File: config.mk
export PLATFORM = sky130hd
export DESIGN_NAME = dds_dual_top
export DESIGN_NICKNAME = d
export VERILOG_FILES = /design/src/verilog/dds_pkg.sv /design/src/verilog/dds_channel.sv /design/src/verilog/dds_dual_top.sv /design/src/verilog/frame_parser.sv /design/src/verilog/wave_shaper.sv
export VERILOG_INCLUDE_DIRS = /design/src /design/src/include
export SDC_FILE = /design/constraint.sdc
export NUM_CORES = 1
export LEC_CHECK = 0
export ABC_CLOCK_PERIOD_IN_PS = 9590
export BUFFER_PORTS_ARGS = -buffer_cell sky130_fd_sc_hd__buf_2
export CAP_MARGIN = 20
export CORE_AREA = 2 2 274 276
export DETAILED_ROUTE_END_ITERATION = 8
export DIE_AREA = 0 0 276 278
export PLACE_DENSITY = 0.65
export SETUP_SLACK_MARGIN = 0.15
export SKIP_CTS_REPAIR_TIMING = 1
export SYNTH_ARGS = -nofsm -noshare
export SYNTH_HDL_FRONTEND = slang
export SYNTH_SLANG_ARGS = --single-unit
File: constraint.sdc
create_clock -name clk -period 9.59 [get_ports clk]
set_input_delay 1.4385 -clock clk [delete_from_list [all_inputs] [get_ports clk]]
set_output_delay 1.4385 -clock clk [all_outputs]
set_load 0.01 [all_outputs]
File: src/include/dds_cfg.svh
`ifndef DDS_CFG_SVH
`define DDS_CFG_SVH

////////////////////////////////////////
// datapath widths
////////////////////////////////////////
`define DDS_ACC_W       24  // phase accumulator
`define DDS_PHASE_W     12  // phase field, wave address
`define DDS_AMP_W       12
`define DDS_OFS_W       13
`define DDS_DUTY_W      10  // 1/1024 period units
`define DDS_SAMPLE_W    14

////////////////////////////////////////
// frame format
////////////////////////////////////////
`define DDS_HDR_BYTES   4
`define DDS_HDR_WORD    32'h0000_0101   // 00 00 01 01, first byte on top
`define DDS_FRAME_LEN   22              // payload bytes after length
`define DDS_CH_BYTES    11              // one channel block

`endif

File: src/verilog/dds_pkg.sv
`include "dds_cfg.svh"

package dds_pkg;

    // waveform selector, codes 4..7 reserved and give a flat zero
    typedef enum logic [2:0]
    {
        WAVE_SQUARE = 3'd0,
        WAVE_SAW    = 3'd1,
        WAVE_TRI    = 3'd2,
        WAVE_DC     = 3'd3
    } wave_type_e;

    // one channel's settings, 75 bits
    typedef struct packed
    {
        logic                       run;
        wave_type_e                 wave;
        logic [`DDS_ACC_W-1:0]      freq;   // phase increment per clk
        logic [`DDS_AMP_W-1:0]      amp;
        logic [`DDS_OFS_W-1:0]      offset;
        logic [`DDS_PHASE_W-1:0]    phase;
        logic [`DDS_DUTY_W-1:0]     duty;
    } dds_cfg_t;

endpackage

File: src/verilog/dds_channel.sv
`timescale 1ns/1ps
`include "dds_cfg.svh"

module dds_channel
    import dds_pkg::*;
(
    input  logic                        clk,
    input  logic                        i_arst_n,
    input  dds_cfg_t                    i_cfg,
    input  logic                        i_cfg_vld,
    output logic [`DDS_SAMPLE_W-1:0]    o_data
);

    dds_cfg_t                       cfg;
    logic [`DDS_ACC_W-1:0]          acc;
    logic [`DDS_SAMPLE_W-1:0]       sample;

    ////////////////////////////////////////
    // settings and phase accumulator
    ////////////////////////////////////////
    always_ff @(posedge clk or negedge i_arst_n)
    begin
        if (!i_arst_n)
        begin
            cfg <= '0;
            acc <= '0;
        end
        else if (i_cfg_vld)
        begin
            cfg <= i_cfg;
            acc <= '0;              // restart from phase zero
        end
        else if (cfg.run)
        begin
            acc <= acc + cfg.freq;  // wraps mod 2^24
        end
    end

    wave_shaper u_shaper
    (
        .i_acc_top  (acc[`DDS_ACC_W-1 -: `DDS_PHASE_W]),
        .i_cfg      (cfg),
        .o_sample   (sample)
    );

    // one clk behind the accumulator
    always_ff @(posedge clk or negedge i_arst_n)
    begin
        if (!i_arst_n)
        begin
            o_data <= '0;
        end
        else
        begin
            o_data <= sample;
        end
    end

    a_acc_hold: assert property (@(posedge clk) disable iff (!i_arst_n)
        (!cfg.run && !i_cfg_vld) |=> $stable(acc));

endmodule

File: src/verilog/dds_dual_top.sv
`timescale 1ns/1ps
`include "dds_cfg.svh"

module dds_dual_top
    import dds_pkg::*;
(
    input  logic                        clk,
    input  logic                        i_arst_n,
    input  logic [7:0]                  i_byte,
    input  logic                        i_byte_vld,
    output logic [`DDS_SAMPLE_W-1:0]    o_dds1_data,
    output logic [`DDS_SAMPLE_W-1:0]    o_dds2_data
);

    dds_cfg_t   cfg1;
    dds_cfg_t   cfg2;
    logic       cfg_vld;   // shared commit strobe

    frame_parser u_parser
    (
        .clk        (clk),
        .i_arst_n   (i_arst_n),
        .i_byte     (i_byte),
        .i_byte_vld (i_byte_vld),
        .o_cfg1     (cfg1),
        .o_cfg2     (cfg2),
        .o_cfg_vld  (cfg_vld)
    );

    dds_channel u_ch1
    (
        .clk        (clk),
        .i_arst_n   (i_arst_n),
        .i_cfg      (cfg1),
        .i_cfg_vld  (cfg_vld),
        .o_data     (o_dds1_data)
    );

    dds_channel u_ch2
    (
        .clk        (clk),
        .i_arst_n   (i_arst_n),
        .i_cfg      (cfg2),
        .i_cfg_vld  (cfg_vld),
        .o_data     (o_dds2_data)
    );

endmodule

File: src/verilog/frame_parser.sv
`timescale 1ns/1ps
`include "dds_cfg.svh"

module frame_parser
    import dds_pkg::*;
(
    input  logic        clk,
    input  logic        i_arst_n,
    input  logic [7:0]  i_byte,
    input  logic        i_byte_vld,
    output dds_cfg_t    o_cfg1,
    output dds_cfg_t    o_cfg2,
    output logic        o_cfg_vld
);

    localparam int          HDR_W     = $clog2(`DDS_HDR_BYTES);
    localparam int          CNT_W     = $clog2(`DDS_FRAME_LEN);
    localparam int          BLK_W     = 8 * `DDS_CH_BYTES;
    localparam logic [31:0] HDR_WORD  = `DDS_HDR_WORD;
    localparam logic [HDR_W-1:0] HDR_LAST = HDR_W'(`DDS_HDR_BYTES - 1);
    localparam logic [CNT_W-1:0] CH1_LAST = CNT_W'(`DDS_CH_BYTES - 1);
    localparam logic [CNT_W-1:0] PAY_LAST = CNT_W'(`DDS_FRAME_LEN - 1);

    typedef enum logic [1:0]
    {
        ST_HUNT,
        ST_LEN_H,
        ST_LEN_L,
        ST_PAYLOAD
    } state_e;

    state_e                 state;
    logic [HDR_W-1:0]       hdr_idx;    // header bytes matched so far
    logic [7:0]             hdr_exp;
    logic [CNT_W-1:0]       cnt;        // payload byte index
    logic [7:0]             len_hi;
    logic [BLK_W-9:0]       sh;         // previous 10 payload bytes
    dds_cfg_t               ch1_stage;
    dds_cfg_t               blk_cfg;

    // block bytes with the first byte on top
    function automatic dds_cfg_t unpack_block(input logic [BLK_W-1:0] blk);
        dds_cfg_t c;
        c.run    = blk[83];
        c.wave   = wave_type_e'(blk[82:80]);   // reserved codes kept as is
        c.freq   = blk[79:56];
        c.amp    = blk[40 +: `DDS_AMP_W];
        c.offset = blk[24 +: `DDS_OFS_W];
        c.phase  = blk[12 +: `DDS_PHASE_W];    // phase and duty share byte 9
        c.duty   = blk[0 +: `DDS_DUTY_W];
        return c;
    endfunction

    assign hdr_exp = HDR_WORD[8*(HDR_LAST - hdr_idx) +: 8];
    assign blk_cfg = unpack_block({sh, i_byte});

    ////////////////////////////////////////
    // frame FSM
    ////////////////////////////////////////
    always_ff @(posedge clk or negedge i_arst_n)
    begin
        if (!i_arst_n)
        begin
            state     <= ST_HUNT;
            hdr_idx   <= '0;
            cnt       <= '0;
            o_cfg_vld <= 1'b0;
            o_cfg1    <= '0;
            o_cfg2    <= '0;
        end
        else
        begin
            o_cfg_vld <= 1'b0;
            if (i_byte_vld)
            begin
                case (state)
                    ST_HUNT:
                    begin
                        if (i_byte == hdr_exp)
                        begin
                            if (hdr_idx == HDR_LAST)
                            begin
                                state   <= ST_LEN_H;
                                hdr_idx <= '0;
                            end
                            else
                            begin
                                hdr_idx <= hdr_idx + 1'b1;
                            end
                        end
                        else if (i_byte == 8'h00)
                        begin
                            hdr_idx <= HDR_W'(1);   // restart on a fresh 00
                        end
                        else
                        begin
                            hdr_idx <= '0;
                        end
                    end
                    ST_LEN_H:
                    begin
                        state <= ST_LEN_L;
                    end
                    ST_LEN_L:
                    begin
                        if ({len_hi, i_byte} == 16'(`DDS_FRAME_LEN))
                        begin
                            state <= ST_PAYLOAD;
                            cnt   <= '0;
                        end
                        else
                        begin
                            state <= ST_HUNT;   // bad length drops the frame
                        end
                    end
                    ST_PAYLOAD:
                    begin
                        if (cnt == PAY_LAST)
                        begin
                            state     <= ST_HUNT;
                            o_cfg1    <= ch1_stage;
                            o_cfg2    <= blk_cfg;
                            o_cfg_vld <= 1'b1;  // both channels at once
                        end
                        else
                        begin
                            cnt <= cnt + 1'b1;
                        end
                    end
                    default:
                    begin
                        state <= ST_HUNT;
                    end
                endcase
            end
        end
    end

    ////////////////////////////////////////
    // field assembly
    ////////////////////////////////////////
    always_ff @(posedge clk)
    begin
        if (i_byte_vld)
        begin
            if (state == ST_LEN_H)
            begin
                len_hi <= i_byte;
            end
            if (state == ST_PAYLOAD)
            begin
                sh <= {sh[BLK_W-17:0], i_byte};
                if (cnt == CH1_LAST)
                begin
                    ch1_stage <= blk_cfg;   // held until ch2 block ends
                end
            end
        end
    end

    a_vld_single: assert property (@(posedge clk) disable iff (!i_arst_n)
        o_cfg_vld |=> !o_cfg_vld);

endmodule

File: src/verilog/wave_shaper.sv
`timescale 1ns/1ps
`include "dds_cfg.svh"

module wave_shaper
    import dds_pkg::*;
(
    input  logic [`DDS_PHASE_W-1:0]     i_acc_top,
    input  dds_cfg_t                    i_cfg,
    output logic [`DDS_SAMPLE_W-1:0]    o_sample
);

    localparam int PW = `DDS_PHASE_W;
    localparam int DW = `DDS_DUTY_W;
    localparam int MW = `DDS_AMP_W + PW;

    logic [PW-1:0]  p;      // wave address
    logic [PW-1:0]  u;      // unit wave, full scale 4095
    logic [MW-1:0]  prod;

    assign p = i_acc_top + i_cfg.phase;    // wraps mod 4096

    ////////////////////////////////////////
    // unit waveform
    ////////////////////////////////////////
    always_comb
    begin
        case (i_cfg.wave)
            WAVE_SQUARE:
            begin
                if (p[PW-1 -: DW] < i_cfg.duty)
                begin
                    u = '1;
                end
                else
                begin
                    u = '0;
                end
            end
            WAVE_SAW:
            begin
                u = p;
            end
            WAVE_TRI:
            begin
                // falling half uses 2047 - low bits, same as inverting them
                if (!p[PW-1])
                begin
                    u = {p[PW-2:0], 1'b0};
                end
                else
                begin
                    u = {~p[PW-2:0], 1'b0};
                end
            end
            WAVE_DC:
            begin
                u = '1;
            end
            default:
            begin
                u = '0;     // reserved codes
            end
        endcase
    end

    ////////////////////////////////////////
    // scale and shift
    ////////////////////////////////////////
    assign prod = MW'(i_cfg.amp) * MW'(u);

    // max 8191 + 4094, fits 14 bits without clipping
    assign o_sample = `DDS_SAMPLE_W'(i_cfg.offset) + `DDS_SAMPLE_W'(prod[MW-1:PW]);

endmodule
# Word level (Yosys, flattened, before mapping)
# Index checks and enable logic that the tools add are counted.
# op_classes
bitwise,2
n_lt_le_gt_ge,2
n_shift,1
n_mul,2
add_sub_neg,9
n_eq_ne,19
reduce_logical,14
n_mux,24
# ops
cell,n
$mux W24,4
$pmux W12 S4,2
$add A24 B24 Y24,2
$mul A12 B12 Y24,2
$mux W12,4
$shiftx A32 B33 Y8 const A,1
$add A13 B12 Y14,2
$add A12 B12 Y12,2
$not A11 Y11,2
$lt A10 B10 Y1,2
$eq A16 B5 Y1 const B,1
$eq A3 B2 Y1 const B,4
$mux W2,6
$mux W5,2
$pmux W5 S2,1
$eq A8 B8 Y1,1
$logic_not A8 Y1,1
$ne A2 B1 Y1 const B,4
$pmux W2 S4,1
$reduce_and A4 Y1,2
$eq A2 B2 Y1 const B,3
$eq A3 B1 Y1 const B,2
$logic_not A3 Y1,2
$reduce_and A2 Y1,3
other kinds (11),17
# word_totals
in_bits,11
wordCells,118
output_inout_bits,28
register_bits,545

# Logic depth before layout (Yosys ltp)
# Gate-level depths: netlist of run 1.
# depth
depth_word,6
depth_mapped,50
ltp_nobuf,48

# Cells and area by module
# Synthesis of run 1 repeated with hierarchy kept, for this count alone.
# hier_totals
cells_unflattened,2866
hier_area_um2,33998.9
# by_module_without_submodules
mod,cells_per_inst,n_inst,area_per_inst_um2
frame_parser,547,1,10960.5
wave_shaper at u_ch1.u_shaper,757,1,6261.0
wave_shaper at u_ch2.u_shaper,719,1,6143.4
dds_channel at u_ch1,434,1,5360.1
dds_channel at u_ch2,409,1,5273.8

# Worst setup path before layout of run 1
# OpenSTA, ideal clock, no wires.
# synth_timing
path_kind,register -> register
startpoint,reg u_ch2.acc[12]
endpoint,reg u_ch2.o_data[12]
period_less_slack_ps,9653
t_required_ps,9459
stages_incl_launch_ff,46
slack_ps,-63
path_buffers,2
setup_time_ps,131
arrival_time_ps,9522
path_cell_list,dfrtp_1 -> ha_1 -> fa_1 -> a21o_1 -> a21oi_1 -> o21bai_1 -> a21oi_1 -> o21bai_1 -> a21oi_1 -> nand4b_1 -> nand3_1 -> ha_1 -> a21oi_1 -> o21ai_0 -> a31o_2 -> and2_1 -> buf_2 -> o31ai_1 -> [10 not listed] -> ha_1 -> a211oi_1 -> nand2_1 -> a221oi_1 -> nand2b_1 -> xor2_1 -> fa_1 -> a21o_1 -> a21oi_1 -> o21bai_1 -> a21oi_1 -> nor2b_1 -> o21a_1 -> o21ai_0 -> nand2b_1 -> a21oi_1 -> o21ai_0 -> xor2_1
# synth_between
elab_chain_cells,6
elab_cells_between_ends,8
# synth_lines
item,line,source
from (decl),dds_channel.sv:15,logic [`DDS_ACC_W-1:0] acc;
from (signal assigned),dds_channel.sv:35,acc <= acc + cfg.freq;
$add A12 B12 Y12 (*),wave_shaper.sv:20,assign p = i_acc_top + i_cfg.phase;
$lt A10 B10 Y1 or $not A11 Y11 (tied branches),"wave_shaper.sv:30, wave_shaper.sv:52",
"$mux W12, on equally long branches","wave_shaper.sv:30, wave_shaper.sv:46",
$pmux W12 S4 (*),wave_shaper.sv:27,case (i_cfg.wave)
$mul A12 B12 Y24 (*),wave_shaper.sv:69,assign prod = MW'(i_cfg.amp) * MW'(u);
$add A13 B12 Y14 (no source line) (*),--,
via u_ch2.sample[12],dds_channel.sv:16,logic [`DDS_SAMPLE_W-1:0] sample;
to (signal assigned),dds_channel.sv:55,o_data <= sample;
to (decl),dds_channel.sv:11,output logic [`DDS_SAMPLE_W-1:0] o_data
# Mark *: on every way through the listed nets, which the timed path passes. The rest lies on a longest branch.
# A chain may end at the register's enable or synchronous reset.

# Final worst setup path of run 1
# layout_timing
startpoint,reg u_ch2.cfg[10] in the netlist's numbering
endpoint,reg u_ch2.o_data[12]
# layout_between
elab_chain_cells,6
elab_cells_between_ends,8
# layout_lines
item,line,source
from (decl),dds_channel.sv:14,dds_cfg_t cfg;
from (signal assigned),dds_channel.sv:30,cfg <= i_cfg;
$add A12 B12 Y12 (*),wave_shaper.sv:20,
$lt A10 B10 Y1 or $not A11 Y11 (tied branches),"wave_shaper.sv:30, wave_shaper.sv:52",
"$mux W12, on equally long branches","wave_shaper.sv:30, wave_shaper.sv:46",
$pmux W12 S4 (*),wave_shaper.sv:27,
$mul A12 B12 Y24 (*),wave_shaper.sv:69,
$add A13 B12 Y14 (no source line) (*),--,
via u_ch2.sample[12],dds_channel.sv:16,
# Marks and branches as above.

==> summary.md, run 1 <==
| Metric | Value |
|---|---|
| Die outline height | 278 microns |
| Max Buffers Root-to-Sink | 3 |
| Placeable core region | roughly 74,000 sq um |
| Max Fclk | 106.4 MHz |
| Area after detailed placement | 34,500 sq um |
| Cell type with the highest aggregate area in the netlist | sky130_fd_sc_hd__dfrtp_1 |
| Worst hold margin | approximately 420 ps |
| Horiz. Die Dim | 276 microns |
| # Max-Cap Violations | 0 |
| Worst slew margin relative to its limit | 0.3070 |
| Number of detailed-route iterations in the first pass | 5 |
| IR Drop Worst-Case VDD | 0.1595 mV |
| Number of global-route vias before repair | 21,650 |
| Post-route design area | approximately 37,000 sq um |
| Transition time of the tightest slew-check pin | 1039 ps |
| Maximum number of pins on one net before global-route repair | 169 |
| Detailed placer's ending HPWL | 49.52 mm |
| Worst Slack Setup Final | around 190 ps |
| Cell family with the largest share of critical-path delay | adder cells |
| Unique cell type count in the Yosys netlist | 72 |
| Number of nets still failing antenna checks after routing | 0 |
| Delay contributed by the slowest stage of the critical path | 520 ps |
| Number of standard-cell rows in the floorplan | 100 |
| Initial DRC count | approximately 1,100 |
| Sequential area share after synthesis | 0.4398 |
| CP max stage cell | sky130_fd_sc_hd__fa_1 |
| CTS tree | yes |
| Library cell used as clock root buffer | sky130_fd_sc_hd__clkbuf_16 |
| Unrepaired setup endpoints after global routing | true |
| Proportion of register bits with asynchronous set or reset after synthesis | 0.7083 |
| CP bufs+invs | 5 |
| Worst r2r src | u_ch2.cfg[10] |
| Synthesized flop and latch total | approximately 550 |
| Capturing point of the worst reg2reg path | u_ch2.o_data[12] |
| Required time worst endpoint | ~10,000 ps |
| Crit-path max FO | 4 |
| Number of enable flip-flop cells after synthesis | 159 |
| Antenna diodes | 0 |
| DRC violation count after routing | 0 |
| Post-route total power | roughly 4.5 mW |
| Nature of the critical path endpoint | flop |
| Drt wl/cell | roughly 17 microns |
| Total via count in the routed design | a little over 20,000 |
| Total gr overflow | 0 |
| Routed vias/inst | roughly 5.2 |
| Ys flop type | sky130_fd_sc_hd__dfrtp_1 |
| Crit path time final | 9396 ps |
| # clock sinks | 545 |
| Critical path launch point type | flop |
| Floorplan die area | 76,730 sq um |
| Final nets | approximately 3,400 |
| Average instance area after synthesis | around 12 sq um |
| Ports | 39 |
| Static power due to leakage | roughly 18 nW |
| Total length of routed wires | 68.54 mm |
| Netlist area before placement | 32,820 sq um |
| Result of the run | completed |
| Worst setup slack after placement | -240.7 ps |
| Last weighted congestion value of the routability-driven placer | 0.8779 |
| Final count of hold timing violations | 0 |
| Destination of the worst hold path | u_parser.sh[10] |
| Final design utilization | 0.5046 |
| Number of antenna violations at the first check in global routing | 1 |
| Initial standard-cell utilization of the core | 0.4446 |
| Count of input and output buffers | 38 |
| Final sum of negative setup slack | 0 ps |
| Crit path kind | flop to flop |
| Worst Min Path Start | u_parser.sh[2] |
| Portion of synthesized cell area occupied by the leading cell type | 0.2943 |
| Clk Latency, worst-skew pair | 610 ps |
| Setup clock skew after layout | 20.96 ps |
| Worst Hold Class | flop to flop |
| Fin cells | 3,917 |
| Number of pins with negative max-slew slack in the final report | 0 |
| Net count of the mapped netlist | 3,240 |
| Htree depth | 2 |
| Layout overhead on the synthesized area | 13.50% |
| Overall track demand over capacity in global routing | 0.1818 |
| Endpoint arrival time on the critical path | 9890 ps |
| Yosys synthesis warning count | 0 |
| Cell types with the largest area share after synthesis | sky130_fd_sc_hd__dfrtp_1 (29%), sky130_fd_sc_hd__edfxtp_1 (15%), sky130_fd_sc_hd__fa_1 (12%) |
| Syn Inst Count | 2,793 |
| Most frequent cell on the critical path | sky130_fd_sc_hd__a21oi_2 |
| Clock buffer count from CTS | 53 |
| Cell Count Post-Placement | 3,777 |
| Power per cell area | between 100 and 150 nW/um^2 |
| Wire length of the first global-routing pass | 113.7 mm |
| Cell depth of the worst hold path | 0 |
| Period Utilization, post-route | 0.9798 |
| Post-CTS clock slew at the launch and capture registers of the worst setup and hold paths | approximately 70 ps |
| Fraction of final layout cells sized beyond drive strength 1 | 0.2242 |
| Final setup violation count | 0 |
| Slack of the worst reg-to-reg path | between 150 and 200 ps |
| R2R depth | 47 |
synth_stat cells (all sizes together) (8+ instances only):
master	instances
nor3	26
nor2b	50
dfrtp	386
o21a	21
mux2	280
a22o	8
clkbuf	86
inv	294
ha	232
a31oi	11
and2	85
nand2	229
o21bai	22
xnor2	88
a211oi	11
nand3	22
a21oi	107
buf	22
edfxtp	159
xor2	40
fa	204
mux2i	30
o211ai	11
and3	11
a21o	50
nor2	111
o21ai	98
nand2b	25
worst register-to-register path: cells and delay by family (launching register included):
family	cells	cell delay, ps
AO/OA/AOI/OAI	22	3240
XOR/XNOR	2	330
adder cells (fa/ha/maj)	10	3910
buffers and inverters	5	480
flip-flops	1	380
AND/OR/NAND/NOR	8	920
where the power goes:
part           leakage (nW)  switching (mW)  total [mW]  internal, mW
Clock                 0.852           0.916        2.12          1.20
Sequential             6.82       0.0000157        2.38          2.38
Combinational          10.6          0.0376      0.0428       0.00513
layout by cell type (no fill, tap or decap), types with 8 or more instances in the layout:
master                      netlist  final
sky130_fd_sc_hd__buf_2            9     37
sky130_fd_sc_hd__fa_2             0     12
sky130_fd_sc_hd__mux2_2         280    280
sky130_fd_sc_hd__clkbuf_16        0     53
sky130_fd_sc_hd__xor2_1          40     39
sky130_fd_sc_hd__dfrtp_1        386    385
sky130_fd_sc_hd__nor3_1          26     25
sky130_fd_sc_hd__ha_1           232    217
sky130_fd_sc_hd__a31oi_1         11     10
sky130_fd_sc_hd__a21oi_1        103     76
sky130_fd_sc_hd__ha_4             0     13
sky130_fd_sc_hd__nand3_1         22     19
sky130_fd_sc_hd__a21oi_2          4     28
sky130_fd_sc_hd__o21a_1          21     21
sky130_fd_sc_hd__inv_2            0     11
sky130_fd_sc_hd__xnor2_2          2      8
sky130_fd_sc_hd__nand2_2          0      8
sky130_fd_sc_hd__xnor2_1         86     80
sky130_fd_sc_hd__a21o_1          50     50
sky130_fd_sc_hd__a211oi_1        10      8
sky130_fd_sc_hd__o21bai_1        21     21
sky130_fd_sc_hd__nand2_1        229    219
sky130_fd_sc_hd__and3_1          10      9
sky130_fd_sc_hd__nor2_1         109    103
sky130_fd_sc_hd__nand2b_1        25     23
sky130_fd_sc_hd__buf_4            0    115
sky130_fd_sc_hd__o21ai_1          4     12
sky130_fd_sc_hd__fa_1           204    192
sky130_fd_sc_hd__mux2i_1         30     30
sky130_fd_sc_hd__edfxtp_1       159    159
sky130_fd_sc_hd__inv_1          294    283
sky130_fd_sc_hd__o21ai_0         93     73
sky130_fd_sc_hd__clkbuf_1        86     15
sky130_fd_sc_hd__o21ai_2          1     10
sky130_fd_sc_hd__a22o_1           8      8
sky130_fd_sc_hd__and2_1          85     83
sky130_fd_sc_hd__nor2b_1         50     49
sky130_fd_sc_hd__o211ai_1        11     11
worst max-delay path by stage:
| stage | startpoint | to | slack (ps) | cells past startpoint |
|---|---|---|---|---|
| floorplan | u_ch2.acc[12] | u_ch2.o_data[12] | 140 | 46 |
| global placement | u_ch2.acc[12] | u_ch2.o_data[12] | -9 | 45 |
| detailed placement | u_ch2.acc[12] | u_ch2.o_data[13] | -240 | 45 |
| CTS | u_ch2.acc[12] | u_ch2.o_data[13] | -290 | 46 |
| global route | u_ch2.cfg[10] | u_ch2.o_data[12] | -230 | 48 |
| finish | u_ch2.cfg[10] | u_ch2.o_data[12] | 190 | 47 |
cell families after synthesis:
family / count (synthesis) / synth area share
mux: 310 / 0.1052
simple gates: 593 / 0.08681
flops: 545 / 0.4398
fa+ha+maj: 436 / 0.2129
xor+xnor: 128 / 0.03462
buf+inv: 403 / 0.04689
compound gates: 378 / 0.07381
registers in the layout, summed over array words and instances, names as in the netlist:
name / cells
u_ch1.acc: 24
u_ch1.cfg: 75
u_ch1.o_data: 14
u_ch2.acc: 24
u_ch2.cfg: 75
u_ch2.o_data: 14
u_parser.ch1_stage: 75
u_parser.cnt: 5
u_parser.hdr_idx: 2
u_parser.len_hi: 8
u_parser.o_cfg1: 75
u_parser.o_cfg2: 75
u_parser.o_cfg_vld: 1
u_parser.sh: 76
u_parser.state: 2
metal layers:
layer	part of all wire	global-route usage	vias up
met2	0.49	0.3074	341
met3	0.029	0.01738	99
met1	0.46	0.2521	10420
met4	0.024	0.04834	0
li1	-	-	9659
met5	0	0	-
cell type report:
type                       instances  area (sq um)
multi-input combinational       1845         17510
sequential                       545         14440
fill                            6407         36570
inverter                         295          1107
clock buffer                      72          1438
tap                              969          1212
clock inverter                    28         326.6
timing repair buffer             163          1214
No activity file was read; power rests on OpenSTA's default activity.
==> run 2, diff against run 1 <==
--- a/config.mk
+++ b/config.mk
@@ -12,7 +12,7 @@
 export CORE_AREA = 2 2 274 276
 export DETAILED_ROUTE_END_ITERATION = 8
 export DIE_AREA = 0 0 276 278
-export PLACE_DENSITY = 0.65
+export PLACE_DENSITY = 0.68
 export SETUP_SLACK_MARGIN = 0.15
 export SKIP_CTS_REPAIR_TIMING = 1
 export SYNTH_ARGS = -nofsm -noshare
==> run 2 against run 1 <==
Against the previous run:
- setup slack better by 52 ps
- critical path depth unchanged
- non-clock buffer count shrank 23
- worst hold slack worse by 15 ps
- sequential power about the same
- global-route usage down 0.27 points
- via count increased by 0.30%
- routed wire length shrank 1.2%
- utilization shrank 0.15 points
- clock power up 5%
- final area is 0.30% lower
- largest cell class unchanged
==> summary.md, run 2 (synthesized netlist as in run 1, its figures left out) <==
| Metric | Value |
|---|---|
| Critical path launch point type | flop |
| Max reg flops | 76 (unchanged) |
| Total internal power | 3.665 mW (+2.2%) |
| Filler cell count in the final layout | 6,255 (-2.4%) |
| Initial standard-cell utilization of the core | 0.4446 (unchanged) |
| Combinational share of power | 0.009 (about the same) |
| Max Buffers Root-to-Sink | 3 (unchanged) |
| Required time worst endpoint | 10,070 ps (about the same) |
| R2R depth | 47 (unchanged) |
| Worst Hold Class | flop to flop |
| Fraction of final layout cells sized beyond drive strength 1 | 0.2207 (-0.003556) |
| Number of antenna violations at the first check in global routing | 1 (unchanged) |
| Post-CTS clock slew at the launch and capture registers of the worst setup and hold paths | 70 ps (about the same) |
| CTS tree | yes |
| Worst slew margin relative to its limit | 0.2536 (-0.05346) |
| Number of nets still failing antenna checks after routing | 0 (unchanged) |
| Drt wl/cell | 17.40 microns (-0.57%) |
| Die outline height | 278 microns (unchanged) |
| Clock share of power | 0.478 (+0.012) |
| IR Drop Worst-Case VDD | 0.1336 mV (-16%) |
| Max Used Layer | met4 |
| Library cell used as clock root buffer | sky130_fd_sc_hd__clkbuf_16 |
| Final nets | 3,326 (-0.72%) |
| Period Utilization, post-route | 0.9744 (-0.005411) |
| Htree depth | 2 (unchanged) |
| Crit-path max FO | 6 (+2) |
| Endpoint arrival time on the critical path | 9820 ps (-70 ps) |
| Max Fclk | 107.0 MHz (+0.56%) |
| Routed met3 length | 2.491 mm (+25%) |
| WL met1 | 30.47 mm (-3.7%) |
| Capturing point of the worst reg2reg path | u_ch2.o_data[12] |
| Number of detailed-route iterations in the first pass | 5 (unchanged) |
| Routed vias/inst | 5.287 (+0.94%) |
| # Max-Cap Violations | 0 (unchanged) |
| Endpoint of the most critical setup path | u_ch2.o_data[12] |
| Initial DRC count | 1,066 (-6.7%) |
| Overall track demand over capacity in global routing | 0.1791 (-0.002716) |
| Total length of routed wires | 67.72 mm (-1.2%) |
| Worst Min Path Start | u_parser.sh[29] |
| Share of power burned in registers | 0.513 (-0.012) |
| Cell Count Post-Placement | 3,766 (-0.29%) |
| Nature of the critical path endpoint | flop |
| Top library cells by usage in the layout, fill and taps aside | sky130_fd_sc_hd__dfrtp_1 (385), sky130_fd_sc_hd__inv_1 (284), sky130_fd_sc_hd__mux2_2 (280), sky130_fd_sc_hd__nand2_1 (224), sky130_fd_sc_hd__ha_1 (218) |
| Crit path time final | 9344 ps (-51.89 ps) |
| Wire length of the first global-routing pass | 112.4 mm (-1.1%) |
| Clk Latency, worst-skew pair | 620 ps (about the same) |
| Detailed placer's ending HPWL | 49.28 mm (-0.49%) |
| Horiz. Die Dim | 276 microns (unchanged) |
| Floorplan die area | 76,730 sq um (unchanged) |
| Crit path kind | flop to flop |
| Switching power as a share of total power | 0.2103 (+0.0002956) |
| Result of the run | completed |
| Fin cells | 3,892 (-0.64%) |
| Most common cell after layout, fill and taps aside | sky130_fd_sc_hd__dfrtp_1 |
| Top register by number of flip-flops | u_parser.sh |
| Ports | 39 (unchanged) |
| Power per cell area | 125.0 nW/um^2 (+2.5%) |
| Number of standard-cell rows in the floorplan | 100 (unchanged) |
| Setup clock skew after layout | 24.03 ps (+3.070 ps) |
| Net switching component of the power | 0.9761 mW (+2.4%) |
| # clock sinks | 545 (unchanged) |
| Final count of hold timing violations | 0 (unchanged) |
| Number of pins with negative max-slew slack in the final report | 0 (unchanged) |
| DRC violation count after routing | 0 (unchanged) |
| Most frequent cell on the critical path | sky130_fd_sc_hd__a21oi_2 |
| Total via count in the routed design | 20,580 (+0.30%) |
| CP max stage cell | sky130_fd_sc_hd__fa_1 |
| Total gr overflow | 0 (unchanged) |
| Static power due to leakage | 18.21 nW (-0.63%) |
| Antenna diodes | 0 (unchanged) |
| Clock buffer count from CTS | 52 (-1.9%) |
| Placeable core region | 73,820 sq um (unchanged) |
| Final design utilization | 0.5031 (-0.001525) |
| Worst r2r src | u_ch2.cfg[10] |
| Layout overhead on the synthesized area | 13.15% |
| Slack of the worst reg-to-reg path | 250 ps (+50 ps) |
| Unrepaired setup endpoints after global routing | true |
| Last weighted congestion value of the routability-driven placer | 0.9077 (+3.4%) |
| Launching instance or port of the critical path | u_ch2.cfg[10] |
| Sum of met2 wire segment lengths after detailed routing | 32.76 mm (-1.6%) |
| Maximum number of pins on one net before global-route repair | 163 (-3.6%) |
| Delay contributed by the slowest stage of the critical path | 560 ps (+40 ps) |
| Final setup violation count | 0 (unchanged) |
| Number of global-route vias before repair | 21,530 (-0.59%) |
| Count of input and output buffers | 38 (unchanged) |
| Transition time of the tightest slew-check pin | 1120 ps (+80.19 ps) |
[run 2: how the worst min path moves through the flow]
stage	to	slack [ps]	cells past startpoint
3_3_place_gp	u_parser.sh[37]	400	0
4_1_cts	u_parser.sh[37]	400	0
2_1_floorplan	u_parser.sh[10]	400	0
3_5_place_dp	u_parser.sh[10]	400	0
5_1_grt	u_parser.sh[37]	420	0
6_report	u_parser.sh[37]	400	0
[run 2: power groups by stage]
| stage | clock network (mW) | registers, mW | logic [mW] |
|---|---|---|---|
| floorplan | 0 | 2.43 | 0.00124 |
| global placement | 0 | 2.43 | 0.0426 |
| detailed placement | 0 | 2.43 | 0.0441 |
| CTS | 2.27 | 2.38 | 0.0442 |
| global route | 2.36 | 2.38 | 0.0491 |
| finish | 2.22 | 2.38 | 0.0413 |
[run 2: layer usage]
metal | vias to the layer above | global-route usage
met5 | - | 0
met4 | 0 | 0.05619
met3 | 115 | 0.02065
met2 | 394 | 0.3016
met1 | 10460 | 0.2437
li1 | 9606 | -
[run 2: per-stage QoR]
stage / area (sq um) / hold slack, ps / worst slack (ps) / power (mW) / setup TNS (ps)
floorplan: 32860 / 400.3 / 140.2 / 2.429 / 0
global placement: 34420 / 400.7 / -70.81 / 2.470 / -162.2
detailed placement: 34420 / 404.5 / -334.2 / 2.472 / -1314
CTS: 36310 / 397.6 / -408.8 / 4.697 / -2000
global route: 37140 / 418.7 / -222.0 / 4.794 / -836.6
finish: 37140 / 403.2 / 245.6 / 4.641 / 0
[run 2: cell type report]
cell class	instances	area [sq um]	area share
timing repair buffer	140	1044	0.02810
tap	969	1212	0.03265
multi-input combinational	1845	17450	0.4699
inverter	295	1107	0.02982
clock inverter	38	494.2	0.01331
sequential	545	14440	0.3888
clock buffer	60	1393	0.03750
[run 2: worst max-delay path: cells and delay by family, from the launching register on]
kind	cells	cell delay, ps
adders and majority gates	10	3950
xor gates and xnor gates	2	280
and+or+nand+nor	7	870
buffers and inverters	5	380
AOI/OAI and AO/OA	23	3360
DFF	1	390
